==> src/verilog/uart_tx_pkg.sv <==
`default_nettype none

package uart_tx_pkg;

    // Frame format
    localparam int DATA_WIDTH = 8;

    // Serializer bit counter, wide enough to count DATA_WIDTH bits
    localparam int CNT_WIDTH = 3;

    // Line select codes for the output multiplexer
    // Constant low for the start bit
    localparam logic [1:0] SEL_START = 2'b00;

    // Constant high, shared by the idle line and the stop bit
    localparam logic [1:0] SEL_IDLE_STOP = 2'b01;

    // Serial data bit from the shift register
    localparam logic [1:0] SEL_DATA = 2'b10;

    // Parity bit from the parity unit
    localparam logic [1:0] SEL_PARITY = 2'b11;

    // Parity type codes
    localparam logic PAR_EVEN = 1'b0;
    localparam logic PAR_ODD = 1'b1;

endpackage

`default_nettype wire

==> src/verilog/uart_tx_fsm.sv <==
`timescale 1ns/1ns
`default_nettype none

module uart_tx_fsm
    import uart_tx_pkg::*;
(
    input  wire        CLK,
    input  wire        RST,
    input  wire        data_valid,
    input  wire        par_en,
    input  wire        ser_done,
    output logic [1:0] mux_sel,
    output logic       ser_en,
    output logic       busy
);

    // One-hot state encoding
    localparam logic [4:0] ST_IDLE = 5'b00001;
    localparam logic [4:0] ST_START = 5'b00010;
    localparam logic [4:0] ST_DATA = 5'b00100;
    localparam logic [4:0] ST_PARITY = 5'b01000;
    localparam logic [4:0] ST_STOP = 5'b10000;

    logic [4:0] state;
    logic [4:0] next_state;

    always_ff @(posedge CLK or negedge RST)
    begin
        if (!RST)
        begin
            state <= ST_IDLE;
        end
        else
        begin
            state <= next_state;
        end
    end

    // Next state
    always_comb
    begin
        case (state)
            ST_IDLE:
                next_state = data_valid ? ST_START : ST_IDLE;
            ST_START:
                next_state = ST_DATA;
            ST_DATA:
            begin
                if (ser_done)
                begin
                    next_state = par_en ? ST_PARITY : ST_STOP;
                end
                else
                begin
                    next_state = ST_DATA;
                end
            end
            ST_PARITY:
                next_state = ST_STOP;
            // Always pass through idle, which gives the gap between frames
            ST_STOP:
                next_state = ST_IDLE;
            default:
                next_state = ST_IDLE;
        endcase
    end

    // Outputs decoded from the current state
    always_comb
    begin
        mux_sel = SEL_IDLE_STOP;
        ser_en = 1'b0;
        busy = 1'b1;
        case (state)
            ST_START:
            begin
                mux_sel = SEL_START;
                // Arms the serializer for the first data cycle
                ser_en = 1'b1;
            end
            ST_DATA:
                mux_sel = SEL_DATA;
            ST_PARITY:
                mux_sel = SEL_PARITY;
            ST_STOP:
                mux_sel = SEL_IDLE_STOP;
            default:
                busy = 1'b0;
        endcase
    end

endmodule

`default_nettype wire

==> src/verilog/uart_tx_serializer.sv <==
`timescale 1ns/1ns
`default_nettype none

module uart_tx_serializer
    import uart_tx_pkg::*;
(
    input  wire                  CLK,
    input  wire                  RST,
    input  wire [DATA_WIDTH-1:0] p_data,
    input  wire                  load,
    input  wire                  ser_en,
    output logic                 ser_data,
    output logic                 ser_done
);

    // Counter value during the last data bit
    localparam logic [CNT_WIDTH-1:0] LAST_CNT = CNT_WIDTH'(DATA_WIDTH - 1);

    logic [DATA_WIDTH-1:0] shreg;
    logic [CNT_WIDTH-1:0]  cnt;
    logic                  active;

    // Byte capture, then shift right once per data cycle
    always_ff @(posedge CLK)
    begin
        if (load)
        begin
            shreg <= p_data;
        end
        else if (active)
        begin
            shreg <= shreg >> 1;
        end
    end

    always_ff @(posedge CLK or negedge RST)
    begin
        if (!RST)
        begin
            active <= 1'b0;
            cnt <= '0;
        end
        else if (ser_en)
        begin
            active <= 1'b1;
            cnt <= '0;
        end
        else if (active)
        begin
            if (ser_done)
            begin
                active <= 1'b0;
                cnt <= '0;
            end
            else
            begin
                cnt <= cnt + 1'b1;
            end
        end
    end

    assign ser_data = shreg[0];
    assign ser_done = active && (cnt == LAST_CNT);

endmodule

`default_nettype wire

==> src/verilog/uart_tx_parity.sv <==
`timescale 1ns/1ns
`default_nettype none

module uart_tx_parity
    import uart_tx_pkg::*;
(
    input  wire                  CLK,
    input  wire                  RST,
    input  wire [DATA_WIDTH-1:0] p_data,
    input  wire                  load,
    input  wire                  par_typ,
    output logic                 par_bit
);

    // Private copy, the serializer register shifts during the frame
    logic [DATA_WIDTH-1:0] data_q;

    always_ff @(posedge CLK or negedge RST)
    begin
        if (!RST)
        begin
            data_q <= '0;
        end
        else if (load)
        begin
            data_q <= p_data;
        end
    end

    // Even parity makes the total count of ones even
    always_comb
    begin
        case (par_typ)
            PAR_EVEN:
                par_bit = ^data_q;
            PAR_ODD:
                par_bit = ~^data_q;
            default:
                par_bit = ^data_q;
        endcase
    end

endmodule

`default_nettype wire

==> src/verilog/uart_tx_line_driver.sv <==
`timescale 1ns/1ns
`default_nettype none

module uart_tx_line_driver
    import uart_tx_pkg::*;
(
    input  wire       CLK,
    input  wire       RST,
    input  wire [1:0] mux_sel,
    input  wire       ser_data,
    input  wire       par_bit,
    output logic      tx_out
);

    logic line_bit;

    // Bit source for the next bit time
    always_comb
    begin
        case (mux_sel)
            SEL_START:
                line_bit = 1'b0;
            SEL_IDLE_STOP:
                line_bit = 1'b1;
            SEL_DATA:
                line_bit = ser_data;
            SEL_PARITY:
                line_bit = par_bit;
            default:
                line_bit = 1'b1;
        endcase
    end

    // Registered output, line idles high out of reset
    always_ff @(posedge CLK or negedge RST)
    begin
        if (!RST)
        begin
            tx_out <= 1'b1;
        end
        else
        begin
            tx_out <= line_bit;
        end
    end

endmodule

`default_nettype wire

==> src/verilog/uart_tx.sv <==
`timescale 1ns/1ns
`default_nettype none

module uart_tx
    import uart_tx_pkg::*;
(
    input  wire                  CLK,
    input  wire                  RST,
    input  wire [DATA_WIDTH-1:0] p_data,
    input  wire                  data_valid,
    input  wire                  par_en,
    input  wire                  par_typ,
    output wire                  tx_out,
    output wire                  busy
);

    wire [1:0] mux_sel;
    wire       ser_en;
    wire       ser_data;
    wire       ser_done;
    wire       par_bit;
    wire       load;

    // Byte accepted only while the sequencer is idle
    assign load = data_valid & ~busy;

    uart_tx_fsm fsm0 (
        .CLK        (CLK),
        .RST        (RST),
        .data_valid (data_valid),
        .par_en     (par_en),
        .ser_done   (ser_done),
        .mux_sel    (mux_sel),
        .ser_en     (ser_en),
        .busy       (busy)
    );

    uart_tx_serializer ser0 (
        .CLK      (CLK),
        .RST      (RST),
        .p_data   (p_data),
        .load     (load),
        .ser_en   (ser_en),
        .ser_data (ser_data),
        .ser_done (ser_done)
    );

    uart_tx_parity par0 (
        .CLK     (CLK),
        .RST     (RST),
        .p_data  (p_data),
        .load    (load),
        .par_typ (par_typ),
        .par_bit (par_bit)
    );

    uart_tx_line_driver drv0 (
        .CLK      (CLK),
        .RST      (RST),
        .mux_sel  (mux_sel),
        .ser_data (ser_data),
        .par_bit  (par_bit),
        .tx_out   (tx_out)
    );

endmodule

`default_nettype wire

==> config.mk <==
export PLATFORM = sky130hd
export DESIGN_NAME = uart_tx
export DESIGN_NICKNAME = d
export VERILOG_FILES = /design/src/verilog/uart_tx_pkg.sv /design/src/verilog/uart_tx_fsm.sv /design/src/verilog/uart_tx_serializer.sv /design/src/verilog/uart_tx_parity.sv /design/src/verilog/uart_tx_line_driver.sv /design/src/verilog/uart_tx.sv
export SDC_FILE = /design/constraint.sdc
export NUM_CORES = 1
export LEC_CHECK = 0
export CORE_ASPECT_RATIO = 1.1
export CORE_MARGIN = 5
export CORE_UTILIZATION = 60
export CTS_CLUSTER_SIZE = 28
export DETAILED_ROUTE_END_ITERATION = 16
export DONT_BUFFER_PORTS = 1
export GPL_ROUTABILITY_DRIVEN = 0
export PLACE_DENSITY_LB_ADDON = 0.12
export SLEW_MARGIN = 20
export SYNTH_ARGS = -nofsm -noshare
export SYNTH_HDL_FRONTEND = slang
export SYNTH_SLANG_ARGS = --single-unit
export TNS_END_PERCENT = 100
==> constraint.sdc <==
create_clock -name CLK -period 6.75 [get_ports CLK]
set_input_delay 2.025 -clock CLK [delete_from_list [all_inputs] [get_ports CLK]]
set_output_delay 2.025 -clock CLK [all_outputs]
set_load 0.03 [all_outputs]
==> summary.txt, run 1 <==
Status
  – Status: complete, no violations

CTS
  – Post-cts sizing count: 0
  – Clock Latency Late Sink: 0.32 ns
  – CTS tree: yes
  – Htree depth: 1
  – CTS sink cnt: 26
  – Clock transition at path regs: 0.14 ns
  – Num CTS Buffers: 3
  – Postcts setup bufs: 0
  – CTS Hold Bufs: 0
  – Root buf cell: clkbuf_4
  – Clock buffer depth: 2

Route
  – Routed wire per std cell: 15.79 um
  – Drt total wl: 1958 um
  – Drt first pass iters: 2
  – Drc violations: 0
  – Via/cell ratio: 5.694
  – Post-route ant nets: 0
  – Via count: 706
  – Detailed Route Iter0 Violations: 6

GRT
  – Overflow after GRT: 0
  – Vias in the first global route: 733
  – Met1 Use GR: 0.1934
  – First-pass GRT wire length: 3256 um
  – GRT Total Usage: 0.1401
  – Initial antenna violation count: 0
  – Busiest metal layer after global routing: met2
  – GR Util met3: 0.03291
  – Met2 Use GR: 0.2120
  – Largest net degree at the start of global routing: 19

Logic synthesis
  – Synth cell types: 33
  – Syn Area/Cell: 13.58 um^2
  – Post-Syn Nets: 111
  – Asr flop ratio synth: 0.6923
  – Yosys top cell area share: 0.3071
  – Seq cells post-synth: 26
  – Synth Instances: 96
  – Sequential element share of the synthesized area: 0.5317
  – Synth area leaders: dfrtp_1 31%, edfxtp_1 18%, mux2_4 9.2%
  – Netlist Area Pre-Place: 1304 um^2
  – Yosys warnings: 0
  – Leading area contributor after synthesis: dfrtp_1
  – EDFF count, synth: 8
  – Ys flop type: dfrtp_1

Layout
  – Layout Cell Area excl Fill: 1351 um^2
  – Area Overhead vs Synth: 3.647%
  – ANT cells: 0
  – Final net count: 112
  – Share of cells above drive strength 1: 0.2708
  – Fillers: 164
  – Register area: 693.2 um^2
  – Multi-input logic area: 551.8 um^2

Setup path
  – CP max FO: 7
  – Crit path DAT: 2.01 ns
  – Reg-to-reg startpoint: fsm0.state[2]
  – Required time of the critical path: 4.72 ns
  – Beginning of the critical path: fsm0.state[2]
  – CP Launch Type: flop
  – CP Class: reg -> out
  – CP Capture Type: output port

Floorplan
  – Row Count: 17
  – Die footprint: 3206 um^2
  – Core box area: 2042 um^2
  – Die H: 58.89 um
  – Initial Util: 0.6385
  – Boundary Pins: 15
  – Die X: 54.45 um

Timing
  – Setup TNS: 0 ns
  – Fmax: 0.2477 GHz
  – Max-slew violation count: 0
  – Clock skew: 0.001611 ns
  – Slew margin rel.: 0.3425
  – Fin crit share: 0.5980
  – Period minus WS final: 4.037 ns
  – Final hold violations: 0
  – Setup ws final: 2.713 ns
  – RSZ-0062 raised after global routing: no
  – Worst-Margin Slew: 0.9839 ns
  – Count of final setup violators: 0

Placed design
  – Post-DP HPWL: 1429 um
  – Port bufs: 0
  – Pre-CTS setup slack: 3.070 ns
  – Placed cell areas: 1299 um^2

Pwr
  – P_leak: 0.0005717 uW
  – Power after layout: 575.3 uW
  – Maximum VDD drop: 251.3 uV
  – PD cells: 425.8 nW/um^2

Min path
  – Tightest Hold Check Type: reg -> reg
  – HP Start: par0.data_q[7]

Flow run
  – Max-cap violation count: 0
## synthesized netlist by cell type, types with 2 or more instances
library cell / number
dfrtp_1: 16
edfxtp_1: 8
mux2_2: 8
mux2_4: 8
xnor2_1: 7
inv_1: 5
nor3_1: 5
nor2_1: 4
a21oi_1: 3
nand2_1: 3
o21ai_0: 3
dfstp_2: 2
ha_1: 2
nand3b_1: 2
o22ai_1: 2
## layout by cell type, fill, tap and decap left out
master / synthesis / routed
xnor3_1: 1 / 1
o211ai_1: 1 / 1
or3b_4: 1 / 1
dfrtp_1: 16 / 16
dfstp_2: 2 / 2
edfxtp_1: 8 / 8
bufinv_16: 0 / 1
nand2_1: 3 / 3
o21ai_0: 3 / 3
mux2i_1: 1 / 1
nand3b_1: 2 / 2
nor2b_1: 1 / 1
o22ai_1: 2 / 2
ha_1: 2 / 2
or3_4: 1 / 1
nor2_1: 4 / 4
a21oi_1: 3 / 3
mux2_2: 8 / 8
nand2b_1: 1 / 1
nor3_1: 5 / 5
mux2_4: 8 / 8
inv_1: 5 / 5
nand3_1: 1 / 1
nand4bb_1: 1 / 1
or2_2: 1 / 1
o21a_1: 1 / 1
o311ai_4: 1 / 1
xnor2_1: 7 / 7
nor3b_1: 1 / 1
clkbuf_4: 0 / 3
o31ai_1: 1 / 1
## state kept, by name, indices dropped and copies added (netlist names)
| register | count |
|---|---|
| ser0.shreg | 8 |
| drv0.tx_out | 1 |
| par0.data_q | 8 |
| ser0.active | 1 |
| fsm0.state | 5 |
| ser0.cnt | 3 |
## logic make-up after synthesis
family,share of synthesized area
flip-flops,0.5317
AND/OR/NAND/NOR,0.1008
adder cells (fa/ha/maj),0.01919
multiplexers,0.1689
buffers and inverters,0.04510
AO/OA/AOI/OAI,0.07006
XOR/XNOR,0.06430
## final timing paths
kind	to	slack (ns)	depth (start not counted)
setup / recovery	busy	2.71	4
hold / removal	par0.data_q[7]	0.54	1
hold reg to reg	par0.data_q[7]	0.54	1
min in group asynchronous	ser0.cnt[0]	1.38	0
max in group asynchronous	fsm0.state[0]	5.20	0
setup reg to reg	ser0.shreg[3]	4.07	4
## layer usage
layer / vias up / share of wire
li1: 341 / -
met1: 345 / 0.47
met2: 15 / 0.46
met3: 5 / 0.049
met4: 0 / 0.020
met5: - / 0
## power breakdown
group | switching [uW] | internal (uW) | total (uW)
Clock | 45.2 | 60.0 | 105
Combinational | 83.1 | 112 | 195
Sequential | 44.1 | 231 | 275
## cell type report
| cell class | instances | share of cell area |
|---|---|---|
| inverter | 5 | 0.01389 |
| sequential | 26 | 0.5130 |
| multi-input combinational | 61 | 0.4083 |
| clock buffer | 3 | 0.01667 |
| clock inverter | 1 | 0.02222 |
| tap | 28 | 0.02593 |
## worst max-delay path, cell delays in order (launching register included)
cell and delay (ns):
dfrtp_1 0.47, or2_2 0.31, mux2_2 0.30, o22ai_1 0.12
nor2b_1 0.50
## metrics by stage
stage                 util  hold WS, ns  cells
finish              0.6618       0.5448    124
detailed placement  0.6360       0.5157    120
global placement    0.6360       0.5117    120
CTS                 0.6618       0.5470    124
floorplan                -       0.4903     96
global route        0.6618       0.5723    124
No activity file was read; power rests on OpenSTA's default activity.
==> run 2, diff against run 1 <==
--- a/config.mk
+++ b/config.mk
@@ -7,7 +7,7 @@
 export LEC_CHECK = 0
 export CORE_ASPECT_RATIO = 1.1
 export CORE_MARGIN = 5
-export CORE_UTILIZATION = 60
+export CORE_UTILIZATION = 55
 export CTS_CLUSTER_SIZE = 28
 export DETAILED_ROUTE_END_ITERATION = 16
 export DONT_BUFFER_PORTS = 1
==> constraint.sdc (replaced) <==
create_clock -name CLK -period 3.25 [get_ports CLK]
set_input_delay 0.975 -clock CLK [delete_from_list [all_inputs] [get_ports CLK]]
set_output_delay 0.975 -clock CLK [all_outputs]
set_load 0.03 [all_outputs]
==> run 2 against run 1 <==
Power rose by 99%; clock power is 55% higher; combinational power is 110% higher; critical path depth is 1 higher; final area decreased by 0.46%.
==> summary.txt, run 2 (same netlist as run 1, synthesis figures left out) <==
CTS
  – Num CTS Buffers: 3
  – Post-cts sizing count: 0
  – CTS tree: yes
  – CTS sink cnt: 26
  – CTS Hold Bufs: 0
  – Clock Latency Late Sink: 0.32 ns
  – Root buf cell: clkbuf_4
  – Postcts setup bufs: 0
  – Htree depth: 1
  – Clock transition at path regs: 0.14 ns
  – Clock buffer depth: 2

Floorplan
  – Initial Util: 0.5789
  – Boundary Pins: 15
  – Die X: 56.42 um
  – Row Count: 18
  – Die footprint: 3445 um^2
  – Die H: 61.07 um
  – Core box area: 2252 um^2

Pwr
  – Maximum VDD drop: 473.4 uV
  – P_leak: 0.0005701 uW
  – Psw: 362.7 uW
  – Sw Ratio: 0.3161
  – PD cells: 853.2 nW/um^2
  – Share of power burned in registers: 0.501
  – Clock group share of total power: 0.142
  – Combinational Power Share: 0.358
  – Internal power: 784.8 uW

Timing
  – Slew margin rel.: 0.3480
  – Setup TNS: 0 ns
  – Fin crit share: 0.8559
  – Period minus WS final: 2.782 ns
  – RSZ-0062 raised after global routing: no
  – Max-slew violation count: 0
  – Fmax: 0.3595 GHz
  – Worst-Margin Slew: 0.9757 ns
  – Final hold violations: 0
  – Count of final setup violators: 0
  – Clock skew: 0.003350 ns

Layout
  – ANT cells: 0
  – Layout Cell Area excl Fill: 1345 um^2
  – Share of cells above drive strength 1: 0.2784
  – Final net count: 113
  – Fillers: 179
  – Commonest non-fill, non-tap cell in the layout: dfrtp_1
  – Largest registers: par0.data_q (8), ser0.shreg (8), fsm0.state (5)
  – Commonest cells after routing, fill and taps aside: 16 x dfrtp_1, 8 x mux2_2, 8 x mux2_4, 8 x edfxtp_1, 7 x xnor2_1
  – Area Overhead vs Synth: 3.167%

GRT
  – Initial antenna violation count: 0
  – GRT Total Usage: 0.1304
  – Largest net degree at the start of global routing: 19
  – Vias in the first global route: 701
  – First-pass GRT wire length: 3387 um
  – Overflow after GRT: 0

Setup path
  – RR Endpoint: ser0.shreg[1]
  – CP Capture Type: output port
  – R2r worst-path depth: 4
  – CP Launch Type: flop
  – Crit path DAT: 1.81 ns
  – Flop-to-flop setup slack: 0.59 ns
  – CP max FO: 8
  – Required time of the critical path: 2.27 ns
  – Reg-to-reg startpoint: fsm0.state[3]
  – CP Class: reg -> out

Route
  – Via/cell ratio: 5.433
  – Drc violations: 0
  – Via count: 690
  – Detailed Route Iter0 Violations: 25
  – Routed wire per std cell: 15.39 um
  – Drt first pass iters: 5
  – Drt total wl: 1954 um
  – Post-route ant nets: 0

Placed design
  – Post-DP HPWL: 1481 um
  – Placed cell areas: 1309 um^2
  – Port bufs: 0

Min path
  – Tightest Hold Check Type: in -> async

Flow run
  – Max-cap violation count: 0

Status
  – Status: complete, no violations
-- run 2: cell types whose count changed in the layout (fill, tap and decap cells not counted), sizes merged --
cell | before | now
buf | 0 | 1
clkbuf | 3 | 4
bufinv | 1 | 0
-- run 2: layer usage --
| layer | up-vias | wire length, um | GRT usage |
|---|---|---|---|
| li1 | 345 | - | - |
| met1 | 336 | 904 | 0.1721 |
| met2 | 9 | 950 | 0.2112 |
| met3 | 0 | 99 | 0.03145 |
| met4 | 0 | 0 | 0.05085 |
| met5 | - | 0 | 0 |
-- run 2: area by class of cell --
type                       instances  area [um^2]  share of cell area
clock buffer                       4        36.28             0.02698
inverter                           5        18.77             0.01395
multi-input combinational         61        551.8              0.4102
sequential                        26        693.2              0.5153
tap                               30        37.54             0.02791
timing repair buffer               1        7.507            0.005581
-- run 2: power groups by stage --
| stage | Sequential [uW] | Combinational, uW | Clock [uW] |
|---|---|---|---|
| 6_report | 574 | 411 | 163 |
| 5_1_grt | 592 | 452 | 185 |
| 4_1_cts | 577 | 415 | 168 |
| 3_5_place_dp | 581 | 416 | 0 |
| 3_3_place_gp | 578 | 407 | 0 |
| 2_1_floorplan | 545 | 378 | 0 |
-- run 2: how the worst max path moves through the flow --
stage                             start  depth (start not counted)  slack (ns)       endpoint
after floorplan           fsm0.state[3]                          5        0.66           busy
after global placement    fsm0.state[2]                          4        0.68  ser0.shreg[3]
after detailed placement  fsm0.state[2]                          4        0.62  ser0.shreg[2]
after CTS                 fsm0.state[2]                          5        0.46           busy
after global routing      fsm0.state[2]                          5        0.34           busy
final                     fsm0.state[3]                          5        0.47           busy
-- run 2: metrics by stage --
stage,util,hold WS [ns],total power (uW),setup slack (ns),cells
6_report,0.5972,0.3257,1148,0.4684,127
2_1_floorplan,-,0.4903,923.4,0.6608,96
3_3_place_gp,0.5811,0.5119,985.8,0.6762,123
5_1_grt,0.5972,0.2866,1229,0.3412,127
3_5_place_dp,0.5811,0.5194,997.0,0.6242,123
4_1_cts,0.5972,0.3157,1160,0.4552,127
-- run 2: critical path, stage by stage, from the launching register on --
cell	delay [ns]
dfrtp_1	0.48
or2_2	0.29
mux2_2	0.30
o22ai_1	0.12
nor2b_1	0.14
buf_4	0.16
